$ cat src/rx_pkg.sv
package rx_pkg;

    // ----------------------------------------------------------------------
    // sample path widths
    // ----------------------------------------------------------------------
    localparam int IQ_W    = 12;
    localparam int PHASE_W = 16;
    localparam int LLR_W   = 8;
    localparam int SHIFT_W = 3;

    // integrator and comb stages per CIC channel
    localparam int CIC_ORDER = 3;

    // ----------------------------------------------------------------------
    // Wishbone register map
    // ----------------------------------------------------------------------
    localparam int WB_ADDR_W = 4;
    localparam int WB_DATA_W = 32;

    // word addresses
    localparam logic [WB_ADDR_W-1:0] REG_PHASE_INC = 4'd0;
    localparam logic [WB_ADDR_W-1:0] REG_LLR_SHIFT = 4'd1;

endpackage

$ cat src/rx_regs.sv
`timescale 1ns/1ns

module rx_regs (
    input  logic                         clk_i,
    input  logic                         reset_ni,
    input  logic                         wb_cyc_i,
    input  logic                         wb_stb_i,
    input  logic                         wb_we_i,
    input  logic [rx_pkg::WB_ADDR_W-1:0] wb_adr_i,
    input  logic [rx_pkg::WB_DATA_W-1:0] wb_dat_i,
    output logic [rx_pkg::WB_DATA_W-1:0] wb_dat_o,
    output logic                         wb_ack_o,
    output logic [rx_pkg::PHASE_W-1:0]   phase_inc_o,
    output logic [rx_pkg::SHIFT_W-1:0]   llr_shift_o
);
    import rx_pkg::*;

    logic                 req;
    logic                 wr_en;
    logic [WB_DATA_W-1:0] rd_data;

    assign req   = wb_cyc_i && wb_stb_i;
    assign wr_en = req && wb_we_i && wb_ack_o;

    // one ack per access and never two in a row
    always_ff @(posedge clk_i) begin
        if (!reset_ni) begin
            wb_ack_o <= 1'b0;
        end else begin
            wb_ack_o <= req && !wb_ack_o;
        end
    end

    // registers load at the end of the ack cycle
    always_ff @(posedge clk_i) begin
        if (!reset_ni) begin
            phase_inc_o <= '0;
            llr_shift_o <= '0;
        end else if (wr_en) begin
            case (wb_adr_i)
                REG_PHASE_INC: phase_inc_o <= wb_dat_i[PHASE_W-1:0];
                REG_LLR_SHIFT: llr_shift_o <= wb_dat_i[SHIFT_W-1:0];
                default: ;
            endcase
        end
    end

    always_comb begin
        rd_data = '0;
        case (wb_adr_i)
            REG_PHASE_INC: rd_data[PHASE_W-1:0] = phase_inc_o;
            REG_LLR_SHIFT: rd_data[SHIFT_W-1:0] = llr_shift_o;
            default: ;
        endcase
    end

    // read data is valid together with ack
    always_ff @(posedge clk_i) begin
        if (req && !wb_ack_o) begin
            wb_dat_o <= rd_data;
        end
    end

endmodule

$ cat src/cfo_rotator.sv
`timescale 1ns/1ns

module cfo_rotator (
    input  logic                             clk_i,
    input  logic                             reset_ni,
    input  logic                             in_valid_i,
    input  logic signed [rx_pkg::IQ_W-1:0]   in_i_i,
    input  logic signed [rx_pkg::IQ_W-1:0]   in_q_i,
    input  logic        [rx_pkg::PHASE_W-1:0] phase_inc_i,
    output logic                             out_valid_o,
    output logic signed [rx_pkg::IQ_W-1:0]   out_i_o,
    output logic signed [rx_pkg::IQ_W-1:0]   out_q_o
);
    import rx_pkg::*;

    localparam logic signed [IQ_W-1:0] IQ_MIN = {1'b1, {(IQ_W-1){1'b0}}};
    localparam logic signed [IQ_W-1:0] IQ_MAX = {1'b0, {(IQ_W-1){1'b1}}};

    logic        [PHASE_W-1:0] phase_q;
    logic        [1:0]         quadrant;
    logic signed [IQ_W-1:0]    rot_i;
    logic signed [IQ_W-1:0]    rot_q;

    // negation that keeps the most negative value in range
    function automatic logic signed [IQ_W-1:0] neg_sat(input logic signed [IQ_W-1:0] x);
        if (x == IQ_MIN) begin
            return IQ_MAX;
        end
        return -x;
    endfunction

    assign quadrant = phase_q[PHASE_W-1 -: 2];

    // clockwise turn by quadrant quarter turns
    always_comb begin
        case (quadrant)
            2'd0: begin
                rot_i = in_i_i;
                rot_q = in_q_i;
            end
            2'd1: begin
                rot_i = in_q_i;
                rot_q = neg_sat(in_i_i);
            end
            2'd2: begin
                rot_i = neg_sat(in_i_i);
                rot_q = neg_sat(in_q_i);
            end
            default: begin
                rot_i = neg_sat(in_q_i);
                rot_q = in_i_i;
            end
        endcase
    end

    always_ff @(posedge clk_i) begin
        if (!reset_ni) begin
            phase_q     <= '0;
            out_valid_o <= 1'b0;
        end else begin
            out_valid_o <= in_valid_i;
            if (in_valid_i) begin
                // wraps modulo a full turn
                phase_q <= phase_q + phase_inc_i;
            end
        end
    end

    always_ff @(posedge clk_i) begin
        if (in_valid_i) begin
            out_i_o <= rot_i;
            out_q_o <= rot_q;
        end
    end

endmodule

$ cat src/cic_decimator.sv
`timescale 1ns/1ns

module cic_decimator #(
    parameter int CIC_RATE = 4
) (
    input  logic                           clk_i,
    input  logic                           reset_ni,
    input  logic                           in_valid_i,
    input  logic signed [rx_pkg::IQ_W-1:0] in_i,
    output logic                           out_valid_o,
    output logic signed [rx_pkg::IQ_W-1:0] out_o
);
    import rx_pkg::*;

    localparam int GROWTH = CIC_ORDER * $clog2(CIC_RATE);
    localparam int ACC_W  = IQ_W + GROWTH;
    localparam int CNT_W  = $clog2(CIC_RATE);

    logic        [CNT_W-1:0] cnt_q;
    logic                    last_in;
    logic signed [ACC_W-1:0] integ_q  [CIC_ORDER];
    logic signed [ACC_W-1:0] integ_d  [CIC_ORDER];
    logic signed [ACC_W-1:0] comb_dly [CIC_ORDER];
    logic signed [ACC_W-1:0] comb_out [CIC_ORDER];

    assign last_in = in_valid_i && (cnt_q == CNT_W'(CIC_RATE - 1));

    // ----------------------------------------------------------------------
    // integrator chain including the current sample
    // ----------------------------------------------------------------------
    always_comb begin
        integ_d[0] = integ_q[0] + ACC_W'(in_i);
        for (int j = 1; j < CIC_ORDER; j++) begin
            integ_d[j] = integ_q[j] + integ_d[j-1];
        end
        // combs with differential delay one
        comb_out[0] = integ_d[CIC_ORDER-1] - comb_dly[0];
        for (int j = 1; j < CIC_ORDER; j++) begin
            comb_out[j] = comb_out[j-1] - comb_dly[j];
        end
    end

    always_ff @(posedge clk_i) begin
        if (!reset_ni) begin
            cnt_q       <= '0;
            out_valid_o <= 1'b0;
            for (int j = 0; j < CIC_ORDER; j++) begin
                integ_q[j]  <= '0;
                comb_dly[j] <= '0;
            end
        end else begin
            out_valid_o <= last_in;
            if (in_valid_i) begin
                cnt_q   <= cnt_q + 1'b1;
                integ_q <= integ_d;
            end
            if (last_in) begin
                comb_dly[0] <= integ_d[CIC_ORDER-1];
                for (int j = 1; j < CIC_ORDER; j++) begin
                    comb_dly[j] <= comb_out[j-1];
                end
            end
        end
    end

    // drop the gain growth
    always_ff @(posedge clk_i) begin
        if (last_in) begin
            out_o <= IQ_W'(comb_out[CIC_ORDER-1] >>> GROWTH);
        end
    end

endmodule

$ cat src/llr_demapper.sv
`timescale 1ns/1ns

module llr_demapper (
    input  logic                              clk_i,
    input  logic                              reset_ni,
    input  logic                              in_valid_i,
    input  logic signed [rx_pkg::IQ_W-1:0]    in_i_i,
    input  logic signed [rx_pkg::IQ_W-1:0]    in_q_i,
    input  logic        [rx_pkg::SHIFT_W-1:0] llr_shift_i,
    output logic                              out_valid_o,
    output logic signed [rx_pkg::LLR_W-1:0]   llr_i_o,
    output logic signed [rx_pkg::LLR_W-1:0]   llr_q_o
);
    import rx_pkg::*;

    localparam logic signed [IQ_W-1:0] LLR_MAX = IQ_W'((1 <<< (LLR_W - 1)) - 1);
    localparam logic signed [IQ_W-1:0] LLR_MIN = -LLR_MAX - 1;

    // scale then clip to the llr range
    function automatic logic signed [LLR_W-1:0] to_llr(input logic signed [IQ_W-1:0] x,
                                                       input logic [SHIFT_W-1:0] sh);
        logic signed [IQ_W-1:0] scaled;
        scaled = x >>> sh;
        if (scaled > LLR_MAX) begin
            return LLR_W'(LLR_MAX);
        end
        if (scaled < LLR_MIN) begin
            return LLR_W'(LLR_MIN);
        end
        return LLR_W'(scaled);
    endfunction

    always_ff @(posedge clk_i) begin
        if (!reset_ni) begin
            out_valid_o <= 1'b0;
        end else begin
            out_valid_o <= in_valid_i;
        end
    end

    // positive llr means bit 0
    always_ff @(posedge clk_i) begin
        if (in_valid_i) begin
            llr_i_o <= to_llr(in_i_i, llr_shift_i);
            llr_q_o <= to_llr(in_q_i, llr_shift_i);
        end
    end

endmodule

$ cat src/rx_frontend.sv
`timescale 1ns/1ns

module rx_frontend #(
    parameter int CIC_RATE = 4
) (
    input  logic                             clk_i,
    input  logic                             reset_ni,
    input  logic                             wb_cyc_i,
    input  logic                             wb_stb_i,
    input  logic                             wb_we_i,
    input  logic        [rx_pkg::WB_ADDR_W-1:0] wb_adr_i,
    input  logic        [rx_pkg::WB_DATA_W-1:0] wb_dat_i,
    output logic        [rx_pkg::WB_DATA_W-1:0] wb_dat_o,
    output logic                             wb_ack_o,
    input  logic                             in_valid_i,
    input  logic signed [rx_pkg::IQ_W-1:0]   in_i_i,
    input  logic signed [rx_pkg::IQ_W-1:0]   in_q_i,
    output logic                             llr_valid_o,
    output logic signed [rx_pkg::LLR_W-1:0]  llr_i_o,
    output logic signed [rx_pkg::LLR_W-1:0]  llr_q_o
);
    import rx_pkg::*;

    logic        [PHASE_W-1:0] phase_inc;
    logic        [SHIFT_W-1:0] llr_shift;
    logic                      rot_valid;
    logic signed [IQ_W-1:0]    rot_i;
    logic signed [IQ_W-1:0]    rot_q;
    logic                      dec_valid;
    logic signed [IQ_W-1:0]    dec_i;
    logic signed [IQ_W-1:0]    dec_q;

    rx_regs u_regs (
        .clk_i, .reset_ni,
        .wb_cyc_i, .wb_stb_i, .wb_we_i, .wb_adr_i, .wb_dat_i, .wb_dat_o, .wb_ack_o,
        .phase_inc_o(phase_inc),
        .llr_shift_o(llr_shift)
    );

    // ----------------------------------------------------------------------
    // rotator -> decimator -> demapper
    // ----------------------------------------------------------------------
    cfo_rotator u_rotator (
        .clk_i, .reset_ni, .in_valid_i, .in_i_i, .in_q_i,
        .phase_inc_i(phase_inc),
        .out_valid_o(rot_valid),
        .out_i_o(rot_i),
        .out_q_o(rot_q)
    );

    // both channels run in lockstep and I carries the valid
    cic_decimator #(.CIC_RATE(CIC_RATE)) cic_re (
        .clk_i, .reset_ni, .in_valid_i(rot_valid), .in_i(rot_i),
        .out_valid_o(dec_valid), .out_o(dec_i)
    );

    cic_decimator #(.CIC_RATE(CIC_RATE)) cic_im (
        .clk_i, .reset_ni, .in_valid_i(rot_valid), .in_i(rot_q),
        .out_valid_o(), .out_o(dec_q)
    );

    llr_demapper u_demapper (
        .clk_i, .reset_ni,
        .in_valid_i(dec_valid), .in_i_i(dec_i), .in_q_i(dec_q),
        .llr_shift_i(llr_shift),
        .out_valid_o(llr_valid_o), .llr_i_o, .llr_q_o
    );

endmodule

$ cat config.mk
export PLATFORM = sky130hd
export DESIGN_NAME = rx_frontend
export DESIGN_NICKNAME = d
export VERILOG_FILES = /design/src/rx_pkg.sv /design/src/rx_regs.sv /design/src/cfo_rotator.sv /design/src/cic_decimator.sv /design/src/llr_demapper.sv /design/src/rx_frontend.sv
export SDC_FILE = /design/constraint.sdc
export NUM_CORES = 1
export LEC_CHECK = 0
export BUFFER_PORTS_ARGS = -buffer_cell sky130_fd_sc_hd__buf_2
export CAP_MARGIN = 0
export CORE_MARGIN = 2
export CORE_UTILIZATION = 68
export CTS_CLUSTER_DIAMETER = 80
export DETAILED_ROUTE_END_ITERATION = 10
export PLACE_DENSITY_LB_ADDON = 0.25
export SETUP_SLACK_MARGIN = 0.1
export SYNTH_ARGS = -nofsm -noshare
export SYNTH_HDL_FRONTEND = slang
export SYNTH_HIERARCHICAL = 1
export SYNTH_SLANG_ARGS = --single-unit
$ cat constraint.sdc
create_clock -name clk_i -period 19.5 [get_ports clk_i]
set_input_delay 1.95 -clock clk_i [delete_from_list [all_inputs] [get_ports clk_i]]
set_output_delay 1.95 -clock clk_i [all_outputs]
set_load 0.005 [all_outputs]
==> flow_summary.toml, run 1 <==
[placement]
post-place-ws_ns = 11.03
place_congestion = 0.892
io_buffers = 83
dp_hpwl_um = 36200

[status]
outcome = "finished clean"

[clock_tree]
clkTransAtPathRegs_ns = 0.06
cts_tree = "done"
cts_root_buf = "clkbuf_16"
clock_insertion_delay_worst_skew_ns = 0.55
clk_path_buf_depth = 3
hold_buffers = 0
cts_max_level = 2
clkSinkCount = 339
cts_made_buffers = 38
post-cts-setup-buffers = 0
cts_resized = 0

[setup_path]
cpMostUsedCell = "ha_1"
endpoint_kind = "flip-flop"
crit_fanout = 4
critPathRequiredTime_ns = 19.76
arrival_ns = 8.84
start_kind = "flip-flop"
slowest_delay_ns = 0.52
crit_type = "reg2reg"
cp_slowest_cell = "xnor3_1"

[finish]
nFillCells = 2468
drive_above_1_share_pct = 8.36
fin_nets = 2926
antennaDiodeCount = 0
syn_to_final_growth_pct = 8.11

[sta]
drv_slew = 0
setup_viol = 0
fin_setup_tns_ns = 0
fin_ws_ns = 10.92
finalClockSkew_ns = 0.0159
post-route-period-util_pct = 44.0
hold_violations = 0
worst_pin_slew_ns = 1.19
fmax_mhz = 117
grt_setup_unrepaired = "no"
post-route-min-period_ns = 8.58
relSlewSlack_pct = 19.9

[drt]
routedWlPerCell_um = 16.2
drt_iter0_markers = 1088
dr.pass1.iters = 5
vias_per_cell = 6.02
vias = 18755
routed_wl_um = 50400
drc = 0
drtAntennaViolNets = 0

[floorplanning]
start_util_pct = 68.6
die_x_um = 193
dieArea_um2 = 37300
pin_count = 116
coreArea_um2 = 35400
die_y_um = 193
rows = 69

[global_routing]
grt_pass1_vias = 18339
grt_pass1_wl_um = 83200
grt_usage_pct = 27.1
grt-ovfl-total = 0
grt_max_degree = 76
grt_antenna_before_repair = 0

[yosys]
syn_area_per_cell_um2 = 9.44
syn_inst = 2573
synthesis.area_um2 = 24300
yosys_warnings = 6

[job]
drv_cap = 0

[hold_path]
worstHoldPathType = "reg2reg"
[final cells by class]
class	instances	area, um^2	area share (%)
Clock buffer	57	1190	4.53
Clock inverter	13	119	0.452
Inverter	203	762	2.90
Multi-Input combinational cell	1947	14400	55.0
Sequential cell	339	8670	33.0
Tap cell	461	577	2.20
Timing Repair Buffer	95	508	1.93
[metrics by stage]
stage,instances,area (um^2),util (%),hold slack (ns)
2_1_floorplan,2588,24400,-,0.447
3_3_place_gp,3045,25000,70.5,0.460
3_5_place_dp,3045,25000,70.5,0.467
4_1_cts,3115,26300,74.2,0.492
5_1_grt,3115,26300,74.2,0.504
6_report,3115,26300,74.2,0.491
[placed cells by master, fill, tap and decap left out, types with 12 or more instances in the layout]
| cell | n |
|---|---|
| inv_1 | 201 |
| a31oi_1 | 23 |
| buf_4 | 13 |
| clkbuf_16 | 45 |
| nand4b_1 | 13 |
| a21oi_1 | 119 |
| nor3_1 | 54 |
| xor2_1 | 52 |
| a21boi_0 | 13 |
| a211oi_1 | 28 |
| or2_2 | 14 |
| nand4_1 | 16 |
| conb_1 | 16 |
| nor2_1 | 212 |
| o211ai_1 | 21 |
| mux2i_1 | 161 |
| o31ai_1 | 12 |
| dfxtp_1 | 150 |
| or3_1 | 19 |
| xnor2_1 | 105 |
| and3_1 | 24 |
| o21a_1 | 33 |
| nand2_1 | 148 |
| nand2b_1 | 26 |
| nor2b_1 | 73 |
| edfxtp_1 | 188 |
| buf_2 | 82 |
| nand3_1 | 65 |
| and2_1 | 107 |
| a21o_1 | 42 |
| o21bai_1 | 13 |
| o21ai_0 | 108 |
| ha_1 | 225 |
| o21ai_1 | 20 |
| mux4_2 | 14 |
[metal layers]
layer	wire length, um	GRT usage [%]	up-vias	share of wire (%)
met4	1700	11.7	0	3.4
met1	21400	32.4	8877	42
li1	-	-	9330	-
met3	2120	3.73	112	4.2
met5	0	0	-	0
met2	25200	48.7	436	50
[worst paths after layout]
kind	startpoint	to	slack [ns]	cells after the start
max	u_rotator/out_i_o[0]	cic_re/out_o[11]	10.92	38
min	cic_re/integ_q[7]	cic_re/integ_q[7]	0.49	1
max reg2reg	u_rotator/out_i_o[0]	cic_re/out_o[11]	10.92	38
min reg2reg	cic_re/integ_q[7]	cic_re/integ_q[7]	0.49	1
[worst max-delay path, delay by kind of cell, from the launching register on]
kind	cells	cell delay [ns]
AO/OA/AOI/OAI	16	3.17
XOR/XNOR	6	1.47
adder cells (fa/ha/maj)	7	2.04
buffers and inverters	2	0.14
flip-flops	1	0.37
AND/OR/NAND/NOR	7	1.08
[sequential cells by signal, indices dropped and copies added, names as in the netlist, 2 cells and up]
name / flops
u_demapper/llr_i_o: 8
u_rotator/phase_q: 16
cic_im/integ_q: 54
cic_re/comb_dly: 54
u_rotator/out_i_o: 12
cic_re/cnt_q: 2
u_regs/wb_dat_o: 16
u_demapper/llr_q_o: 8
cic_im/cnt_q: 2
cic_re/integ_q: 54
u_regs/llr_shift_o: 3
u_rotator/out_q_o: 12
u_regs/phase_inc_o: 16
cic_im/out_o: 12
cic_re/out_o: 12
cic_im/comb_dly: 54
Power of run 1 is left out: the tool's default activity adds up to more than one toggle a clock period on the data nets, which glitch-free logic cannot reach.
==> inputs of run 2 (changes only) <==
--- a/config.mk
+++ b/config.mk
@@ -5,10 +5,11 @@
 export SDC_FILE = /design/constraint.sdc
 export NUM_CORES = 1
 export LEC_CHECK = 0
+export ABC_AREA = 1
 export BUFFER_PORTS_ARGS = -buffer_cell sky130_fd_sc_hd__buf_2
 export CAP_MARGIN = 0
 export CORE_MARGIN = 2
-export CORE_UTILIZATION = 68
+export CORE_UTILIZATION = 57
 export CTS_CLUSTER_DIAMETER = 80
 export DETAILED_ROUTE_END_ITERATION = 10
 export PLACE_DENSITY_LB_ADDON = 0.25
==> constraint.sdc (replaced) <==
create_clock -name clk_i -period 7.1 [get_ports clk_i]
set_input_delay 0.71 -clock clk_i [delete_from_list [all_inputs] [get_ports clk_i]]
set_output_delay 0.71 -clock clk_i [all_outputs]
set_load 0.005 [all_outputs]
==> run 2 against run 1 <==
The flow now finishes with violations (setup timing); sequential cell count unchanged; synthesized cell count up 31%; final area up 22%; fmax up 12%; non-clock buffer count up 360; register-to-register slack worse by 11 ns; critical path type unchanged; via count up 26%; die area up 23%.
==> flow_summary.toml, run 2 <==
[status]
outcome = "finished with violations"
violations = "setup timing"

[drt]
vias_per_cell = 5.34
routed_wl_um = 65800
drtAntennaViolNets = 0
drt_iter0_markers = 1572
drc = 0
vias = 23598
routedWlPerCell_um = 14.9
dr.pass1.iters = 5

[floorplanning]
dieArea_um2 = 45700
start_util_pct = 57.9
rows = 76
coreArea_um2 = 43300
pin_count = 116
die_y_um = 214
die_x_um = 214

[sta]
fin_ws_ns = -0.560
worst_pin_slew_ns = 1.24
grt_setup_unrepaired = "yes"
finalClockSkew_ns = 0.0198
relSlewSlack_pct = 17.3
post-route-period-util_pct = 108
post-route-min-period_ns = 7.66
drv_slew = 0
fmax_mhz = 131
hold_violations = 0
setup_viol = 5

[setup_path]
start_kind = "flip-flop"
endpoint_kind = "flip-flop"
arrival_ns = 7.98
crit_type = "reg2reg"
r2r_cells = 42
crit_fanout = 3
crit_family = "compound AO/OA/AOI/OAI gates"
slowest_delay_ns = 0.43
rr_endpoint = "cic_im/out_o[11]"
cp_slowest_cell = "edfxtp_1"
path_buf_inv = 6
critPathRequiredTime_ns = 7.42
worstReg2RegStart = "u_rotator/out_q_o[1]"
r2r_slack_ns = -0.56

[placement]
dp_hpwl_um = 42500
io_buffers = 83
place_congestion = 0.964
place_area_um2 = 28000

[finish]
fin_area_um2 = 31900
syn_to_final_growth_pct = 27.4
fin_nets = 4100
drive_above_1_share_pct = 24.5
mostFrequentLayoutCells = "629 x nand2_1, 582 x inv_1, 403 x nor2_1"
mostFrequentLayoutCell = "nand2_1"

[global_routing]
grt_max_degree = 79
grt_antenna_before_repair = 2
grt-ovfl-total = 0
grt_pass1_wl_um = 99400
grt_usage_pct = 26.2
grt_pass1_vias = 22241

[hold_path]
worstHoldPathType = "in2reg"
min_from = "wb_dat_i[12]"
whs_endpoint = "u_regs/phase_inc_o[12]"
min_delay_path_depth = 5

[yosys]
syn_inst = 3380
syn_area_per_cell_um2 = 7.42
yosys_warnings = 6
synthesis.area_um2 = 25100

[clock_tree]
cts_made_buffers = 40
hold_buffers = 0
cts_root_buf = "clkbuf_16"
clkSinkCount = 339
clock_insertion_delay_worst_skew_ns = 0.57
cts_tree = "done"
clk_path_buf_depth = 3
clkTransAtPathRegs_ns = 0.06
cts_max_level = 2

[job]
drv_cap = 0
## run 2: how the worst max path moves through the flow
stage / from / endpoint / slack (ns) / cells after the start
3_3_place_gp: u_rotator/out_i_o[0] / cic_re/out_o[11] / -0.40 / 47
4_1_cts: u_rotator/out_i_o[0] / cic_re/out_o[11] / -0.33 / 47
3_5_place_dp: u_rotator/out_i_o[0] / cic_re/out_o[11] / -0.65 / 47
2_1_floorplan: u_rotator/out_q_o[0] / cic_im/out_o[11] / 0.10 / 43
5_1_grt: u_rotator/out_q_o[1] / cic_im/out_o[11] / -0.96 / 44
6_report: u_rotator/out_q_o[1] / cic_im/out_o[11] / -0.56 / 42
## run 2: area by class of cell
class / count / area (um^2)
sequential: 339 / 8670
multi-input combinational: 2347 / 15700
fill: 2926 / 11300
clock buffer: 59 / 1190
tap: 585 / 732
clock inverter: 13 / 118
inverter: 615 / 2310
antenna: 2 / 5.00
timing repair buffer: 455 / 3240
## run 2: timing repair
| item | in CTS | in global routing |
|---|---|---|
| resized for setup | 96 | 283 |
| pin swaps | 83 | 162 |
| endpoints found under the hold margin | 0 | 0 |
| buffers inserted | 53 | 40 |
| endpoints found under the setup margin | 15 | 26 |
## run 2: tightest hold or removal path, cell delays in order
cell,delay [ns]
buf_2,0.07
inv_1,0.03
nand3_1,0.06
nand2_1,0.05
nor2_1,0.07
## run 2: layer usage
layer	global-route usage, %	vias to the layer above	part of all wire [%]
met5	0	-	0
li1	-	11673	-
met4	9.84	0	4.3
met1	30.6	11012	40
met3	3.49	221	4.7
met2	48.7	692	51
## run 2: per-stage QoR
| step | setup slack (ns) | hold WS [ns] | TNS [ns] | util (%) | instances |
|---|---|---|---|---|---|
| after floorplan | 0.102 | 0.453 | 0 | - | 3395 |
| after global placement | -0.397 | 0.464 | -0.894 | 64.7 | 4256 |
| after detailed placement | -0.645 | 0.473 | -2.40 | 64.7 | 4256 |
| after CTS | -0.331 | 0.460 | -0.661 | 69.6 | 4379 |
| after global routing | -0.963 | 0.490 | -5.00 | 73.8 | 4415 |
| final | -0.560 | 0.475 | -1.51 | 73.8 | 4415 |
Power of run 2 is left out for the same reason.
